--- src/l2_addr_pkg.sv ---
`default_nettype none

package l2_addr_pkg;

	// ====================
	// cache geometry
	// ====================
	localparam int line_bits = 256;
	localparam int tag_bits = 24;
	localparam int index_bits = 3;
	localparam int offset_bits = 5;
	localparam int num_sets = 1 << index_bits;

	typedef struct packed
	{
		logic [tag_bits-1:0] tag;
		logic [index_bits-1:0] index;
		logic [offset_bits-1:0] offset;
	} l2_addr_fields_t;

	// one address word that is seen either raw or split into lookup fields
	typedef union packed
	{
		logic [31:0] word;
		l2_addr_fields_t fields;
	} l2_addr_u;

endpackage

`default_nettype wire

--- src/l2_ctrl_pkg.sv ---
`default_nettype none

package l2_ctrl_pkg;

	// controller states for the hit, writeback and fill phases
	typedef enum logic [1:0]
	{
		hit_state = 2'b00,
		evict_state = 2'b01,
		allocate_state = 2'b10
	} l2_state_e;

endpackage

`default_nettype wire

--- src/l2_cache_control.sv ---
`timescale 1ns/10ps
`default_nettype none

module l2_cache_control
#(
	parameter int miss_count_bits = 32
)
(
	input logic clk,
	input logic rst,
	input logic mem_read,
	input logic mem_write,
	input logic pmem_resp,
	input logic cache_hit,
	input logic dirtyout,
	output logic pmem_read,
	output logic pmem_write,
	output logic mem_resp,
	output logic datain_mux_sel,
	output logic write_enable,
	output logic valid_in,
	output logic dirty_datain,
	output logic cache_allocate,
	output logic pmem_address_sel,
	output logic addr_reg_load,
	output logic evict_allocate,
	output logic [miss_count_bits-1:0] miss_count
);

	l2_ctrl_pkg::l2_state_e state;
	l2_ctrl_pkg::l2_state_e next_state;

	// ====================
	// state actions
	// ====================
	always_comb
	begin
		datain_mux_sel = 1'b0;
		pmem_read = 1'b0;
		pmem_write = 1'b0;
		write_enable = 1'b0;
		valid_in = 1'b0;
		mem_resp = 1'b0;
		cache_allocate = 1'b0;
		dirty_datain = 1'b0;
		pmem_address_sel = 1'b0;
		evict_allocate = 1'b0;
		unique case (state)
			l2_ctrl_pkg::hit_state:
			begin
				if (cache_hit && (mem_read || mem_write))
				begin
					// a read hit leaves the dirty bit as it was
					if (mem_read)
					begin
						dirty_datain = dirtyout;
					end
					else
					begin
						write_enable = 1'b1;
						dirty_datain = 1'b1;
						datain_mux_sel = 1'b1;
						valid_in = 1'b1;
					end
					mem_resp = 1'b1;
				end
			end
			l2_ctrl_pkg::allocate_state:
			begin
				pmem_read = 1'b1;
				evict_allocate = 1'b1;
				if (pmem_resp)
				begin
					valid_in = 1'b1;
					write_enable = 1'b1;
					cache_allocate = 1'b1;
				end
			end
			l2_ctrl_pkg::evict_state:
			begin
				// the victim line goes out under its own tag
				evict_allocate = 1'b1;
				pmem_address_sel = 1'b1;
				pmem_write = 1'b1;
			end
			default:
			begin
			end
		endcase
	end

	// ====================
	// next state
	// ====================
	always_comb
	begin
		next_state = state;
		addr_reg_load = 1'b0;
		case (state)
			l2_ctrl_pkg::hit_state:
			begin
				if (!mem_resp && (mem_read || mem_write))
				begin
					if (dirtyout)
						next_state = l2_ctrl_pkg::evict_state;
					else
						next_state = l2_ctrl_pkg::allocate_state;
					addr_reg_load = 1'b1;
				end
			end
			l2_ctrl_pkg::allocate_state:
			begin
				if (pmem_resp)
					next_state = l2_ctrl_pkg::hit_state;
			end
			l2_ctrl_pkg::evict_state:
			begin
				if (pmem_resp)
					next_state = l2_ctrl_pkg::allocate_state;
			end
			default:
			begin
				next_state = l2_ctrl_pkg::hit_state;
			end
		endcase
	end

	always_ff @(posedge clk)
	begin
		if (rst)
		begin
			state <= l2_ctrl_pkg::hit_state;
			miss_count <= '0;
		end
		else
		begin
			state <= next_state;
			// one count for each entry into allocate_state
			if (next_state == l2_ctrl_pkg::allocate_state &&
				state != l2_ctrl_pkg::allocate_state)
				miss_count <= miss_count + 1'b1;
		end
	end

endmodule

`default_nettype wire

--- src/l2_tag_array.sv ---
`timescale 1ns/10ps
`default_nettype none

module l2_tag_array
(
	input logic clk,
	input logic rst,
	input l2_addr_pkg::l2_addr_u address,
	input logic write_enable,
	input logic valid_in,
	input logic dirty_datain,
	input logic cache_allocate,
	output logic cache_hit,
	output logic dirtyout,
	output logic [l2_addr_pkg::tag_bits-1:0] victim_tag
);

	logic [l2_addr_pkg::tag_bits-1:0] tags [l2_addr_pkg::num_sets];
	logic [l2_addr_pkg::num_sets-1:0] valid;
	logic [l2_addr_pkg::num_sets-1:0] dirty;

	logic [l2_addr_pkg::index_bits-1:0] set_index;
	logic [l2_addr_pkg::tag_bits-1:0] stored_tag;

	assign set_index = address.fields.index;
	assign stored_tag = tags[set_index];

	// ====================
	// lookup
	// ====================
	always_comb
	begin
		cache_hit = valid[set_index] && (stored_tag == address.fields.tag);
		dirtyout = dirty[set_index];
		victim_tag = stored_tag;
	end

	always_ff @(posedge clk)
	begin
		if (write_enable)
			tags[set_index] <= address.fields.tag;
	end

	// ====================
	// status bits
	// ====================
	always_ff @(posedge clk)
	begin
		if (rst)
		begin
			valid <= '0;
			dirty <= '0;
		end
		else if (write_enable)
		begin
			valid[set_index] <= valid_in;
			// a freshly filled line matches memory
			if (cache_allocate)
				dirty[set_index] <= 1'b0;
			else
				dirty[set_index] <= dirty_datain;
		end
	end

endmodule

`default_nettype wire

--- src/l2_data_array.sv ---
`timescale 1ns/10ps
`default_nettype none

module l2_data_array
(
	input logic clk,
	input logic write_enable,
	input logic datain_mux_sel,
	input logic [l2_addr_pkg::index_bits-1:0] index,
	input logic [l2_addr_pkg::line_bits-1:0] mem_wdata,
	input logic [l2_addr_pkg::line_bits-1:0] pmem_rdata,
	output logic [l2_addr_pkg::line_bits-1:0] line_out
);

	logic [l2_addr_pkg::line_bits-1:0] lines [l2_addr_pkg::num_sets];
	logic [l2_addr_pkg::line_bits-1:0] write_line;

	// ====================
	// write path
	// ====================

	// a write hit stores the L1 line and a fill stores the memory line
	always_comb
	begin
		if (datain_mux_sel)
			write_line = mem_wdata;
		else
			write_line = pmem_rdata;
	end

	always_ff @(posedge clk)
	begin
		if (write_enable)
			lines[index] <= write_line;
	end

	// ====================
	// read path
	// ====================

	// the same line feeds the L1 read data and the writeback data
	assign line_out = lines[index];

endmodule

`default_nettype wire

--- src/l2_pmem_addr_gen.sv ---
`timescale 1ns/10ps
`default_nettype none

module l2_pmem_addr_gen
(
	input logic clk,
	input logic rst,
	input l2_addr_pkg::l2_addr_u mem_address,
	input logic addr_reg_load,
	input logic evict_allocate,
	input logic pmem_address_sel,
	input logic [l2_addr_pkg::tag_bits-1:0] victim_tag,
	output l2_addr_pkg::l2_addr_u pmem_address,
	output l2_addr_pkg::l2_addr_u lookup_address
);

	l2_addr_pkg::l2_addr_u miss_addr;

	// holds the request address for the whole miss
	always_ff @(posedge clk)
	begin
		if (rst)
			miss_addr.word <= '0;
		else if (addr_reg_load)
			miss_addr <= mem_address;
	end

	assign lookup_address = evict_allocate ? miss_addr : mem_address;

	always_comb
	begin
		pmem_address = miss_addr;
		pmem_address.fields.offset = '0;
		// writebacks go to the line the victim came from
		if (pmem_address_sel)
			pmem_address.fields.tag = victim_tag;
	end

endmodule

`default_nettype wire

--- src/l2_cache.sv ---
`timescale 1ns/10ps
`default_nettype none

module l2_cache
#(
	parameter int miss_count_bits = 32
)
(
	input logic clk,
	input logic rst,
	input logic mem_read,
	input logic mem_write,
	input l2_addr_pkg::l2_addr_u mem_address,
	input logic [l2_addr_pkg::line_bits-1:0] mem_wdata,
	output logic [l2_addr_pkg::line_bits-1:0] mem_rdata,
	output logic mem_resp,
	output logic pmem_read,
	output logic pmem_write,
	output l2_addr_pkg::l2_addr_u pmem_address,
	output logic [l2_addr_pkg::line_bits-1:0] pmem_wdata,
	input logic [l2_addr_pkg::line_bits-1:0] pmem_rdata,
	input logic pmem_resp,
	output logic [miss_count_bits-1:0] miss_count
);

	logic write_enable;
	logic valid_in;
	logic dirty_datain;
	logic datain_mux_sel;
	logic cache_allocate;
	logic addr_reg_load;
	logic pmem_address_sel;
	logic evict_allocate;
	logic cache_hit;
	logic dirtyout;
	logic [l2_addr_pkg::tag_bits-1:0] victim_tag;
	l2_addr_pkg::l2_addr_u lookup_address;
	logic [l2_addr_pkg::line_bits-1:0] line_data;

	assign mem_rdata = line_data;
	assign pmem_wdata = line_data;

	// ====================
	// control
	// ====================
	l2_cache_control #(.miss_count_bits(miss_count_bits)) control
	(
		.clk(clk), .rst(rst), .mem_read(mem_read), .mem_write(mem_write),
		.pmem_resp(pmem_resp), .cache_hit(cache_hit), .dirtyout(dirtyout),
		.pmem_read(pmem_read), .pmem_write(pmem_write), .mem_resp(mem_resp),
		.datain_mux_sel(datain_mux_sel), .write_enable(write_enable),
		.valid_in(valid_in), .dirty_datain(dirty_datain),
		.cache_allocate(cache_allocate), .pmem_address_sel(pmem_address_sel),
		.addr_reg_load(addr_reg_load), .evict_allocate(evict_allocate),
		.miss_count(miss_count)
	);

	// ====================
	// datapath
	// ====================
	l2_tag_array tag_array
	(
		.clk(clk), .rst(rst), .address(lookup_address),
		.write_enable(write_enable), .valid_in(valid_in),
		.dirty_datain(dirty_datain), .cache_allocate(cache_allocate),
		.cache_hit(cache_hit), .dirtyout(dirtyout), .victim_tag(victim_tag)
	);

	l2_data_array data_array
	(
		.clk(clk), .write_enable(write_enable), .datain_mux_sel(datain_mux_sel),
		.index(lookup_address.fields.index), .mem_wdata(mem_wdata),
		.pmem_rdata(pmem_rdata), .line_out(line_data)
	);

	l2_pmem_addr_gen addr_gen
	(
		.clk(clk), .rst(rst), .mem_address(mem_address),
		.addr_reg_load(addr_reg_load), .evict_allocate(evict_allocate),
		.pmem_address_sel(pmem_address_sel), .victim_tag(victim_tag),
		.pmem_address(pmem_address), .lookup_address(lookup_address)
	);

endmodule

`default_nettype wire

--- config.mk ---
export PLATFORM = sky130hd
export DESIGN_NAME = l2_cache
export DESIGN_NICKNAME = d
export VERILOG_FILES = /design/src/l2_addr_pkg.sv /design/src/l2_ctrl_pkg.sv /design/src/l2_cache_control.sv /design/src/l2_tag_array.sv /design/src/l2_data_array.sv /design/src/l2_pmem_addr_gen.sv /design/src/l2_cache.sv
export SDC_FILE = /design/constraint.sdc
export NUM_CORES = 2
export LEC_CHECK = 0
export BUFFER_PORTS_ARGS = -buffer_cell sky130_fd_sc_hd__buf_2
export CAP_MARGIN = 20
export CELL_PAD_IN_SITES_DETAIL_PLACEMENT = 1
export CELL_PAD_IN_SITES_GLOBAL_PLACEMENT = 1
export CORE_MARGIN = 10
export CORE_UTILIZATION = 54
export DETAILED_ROUTE_END_ITERATION = 6
export PLACE_DENSITY = 0.87
export SYNTH_ARGS = -nofsm -noshare
export SYNTH_HDL_FRONTEND = slang
export SYNTH_HIERARCHICAL = 1
export SYNTH_SLANG_ARGS = --single-unit
--- constraint.sdc ---
create_clock -name clk -period 65.5 [get_ports clk]
set_clock_uncertainty 0.05 [all_clocks]
set_input_delay 3.275 -clock clk [delete_from_list [all_inputs] [get_ports clk]]
set_output_delay 3.275 -clock clk [all_outputs]
set_load 0.01 [all_outputs]
==> results.json <==
{
  "critPathSlowestCell": "buf_4",
  "power_density_mw_per_mm2": 31.62,
  "postCtsResizedCells": 0,
  "final_common_cell": "edfxtp_1",
  "antenna_found_initial": 39,
  "fin_crit_ns": 12.27,
  "root_buffer": "clkbuf_16",
  "max_slew_margin_pct": 23.94,
  "hpwl_um": 175500,
  "start_util_pct": 54.31,
  "layout_common_cells": "edfxtp_1 (2240), buf_2 (1117), nor2_1 (627), mux4_2 (482), mux2_2 (328)",
  "maxCapViolCount": 0,
  "worstMarginPinSlew_ns": 1.137,
  "finalMaxSlewViolations": 0,
  "worstPathRequired_ns": 65.90,
  "irDropWorstVdd_mv": 0.02956,
  "fmax_ghz": 0.08153,
  "status": "completed",
  "grt_pass1_vias": 57560,
  "io-pin-count": 1128,
  "grt_max_degree": 143,
  "ant_nets": 0,
  "path_common_cell": "buf_4",
  "dieArea_mm2": 0.1920,
  "clock_path_buffers": 3,
  "port_buffers": 1117,
  "gp_congestion": 0.8480,
  "area_growth_pct": 13.97,
  "hold_class": "reg2reg",
  "worstPathMaxFanout": 56,
  "grt_usage_pct": 29.89,
  "die_y_um": 438.1,
  "arrival_ns": 12.66,
  "p_leak_uw": 0.03639,
  "grt_setup_unrepaired": "false",
  "critical-path-max-stage-delay_ns": 0.88,
  "postCtsHoldBufs": 0,
  "rows": 153,
  "cts.htree.levels": 4,
  "cts_tree": "yes",
  "whs_ns": 0.4290,
  "final_area_mm2": 0.1076,
  "final_hold_viol_count": 0,
  "dpl_cell_area_mm2": 0.1002,
  "cp-end-kind": "flop",
  "syn_inst": 4965,
  "setup_viol": 0,
  "finalSetupTns_ns": 0,
  "drt-total-wl_um": 295700,
  "path_cells": "buf_2 -> mux2_8 -> buf_4 -> buf_4 -> mux2_2 -> o22ai_1 -> a211oi_1 -> xor2_1 -> nor4_1 -> nand4_1 -> nor4_2 -> o211ai_1 -> nor2_4 -> or2_2 -> nand2b_1 -> nor2_4 -> buf_4 -> buf_4 -> buf_4 -> buf_4",
  "clk_latency_ns": 0.86,
  "clk_pin_slew_ns": 0.06,
  "vias_per_cell": 6.367,
  "drive_gt1_share_pct": 39.75,
  "grt_pass1_wl_um": 419200,
  "coreArea_mm2": 0.1738,
  "numCtsBuffers": 225,
  "die_w_um": 438.1,
  "route.detailed.drc": 0,
  "crit_type": "in2reg",
  "synth_warnings": 6,
  "path_buf_inv": 7,
  "vias": 53440,
  "drt_iter0_drc": 6010,
  "fin_crit_sh_pct": 18.73,
  "wire_per_inst_um": 35.23,
  "power_uw": 3402,
  "cts_setup_buffers": 0,
  "grt_overflow": 0,
  "cts_sinks": 2317,
  "final_util_pct": 61.90,
  "worstSetupStartpointType": "input port",
  "avgSynthCellArea_um2": 19.02,
  "num-nets-final": 6398,
  "crit_family": "buffers and inverters",
  "netlist_area_mm2": 0.09441,
  "drt_pass1_iterations": 7
}
-- state kept, by name, indices dropped and copies added (netlist names) --
name / cells
tag_array/tags: 192
control/miss_count: 32
tag_array/dirty: 8
addr_gen/miss_addr: 27
tag_array/valid: 8
data_array/lines: 2048
control/state: 2
-- metal layers --
metal / GRT usage (%) / up-vias / part of all wire [%]
li1: - / 21210 / -
met1: 35.58 / 27920 / 34
met2: 50.36 / 3560 / 51
met3: 7.212 / 750 / 9.4
met4: 16.16 / 4 / 6.0
met5: 0 / - / 0.010
-- power breakdown --
part,switching [µW],internal (µW)
clock,577,722
combinational,285,158
sequential,7.85,1650
-- tightest hold or removal path: cells and delay by family (launching register included) --
family | cells | cell delay [ns]
AO/OA/AOI/OAI | 2 | 0.11
flip-flops | 1 | 0.32
-- final cells by class --
cell class                 instances  area (µm²)
antenna                           36       90.09
clock buffer                     289        5986
clock inverter                   127        1274
fill                           15020       66220
inverter                          39       153.9
multi-input combinational       2077       22090
sequential                      2317       68810
tap                             2325        2909
timing repair buffer            1184        6284
-- final timing paths --
path	endpoint	cells past startpoint	slack, ns	from
setup / recovery	data_array/lines[3][157]	20	53.24	mem_address[5]
hold / removal	control/miss_count[31]	2	0.43	control/miss_count[31]
setup reg to reg	data_array/lines[3][157]	22	54.29	control/state[1]
hold reg to reg	control/miss_count[31]	2	0.43	control/miss_count[31]
-- through the flow --
step / instances / setup slack, ns
finish: 8394 / 53.24
global route: 8379 / 52.81
CTS: 8356 / 52.59
detailed placement: 7940 / 51.83
global placement: 7940 / 52.06
floorplan: 4969 / 41.07
No activity file was read; power rests on OpenSTA's default activity.
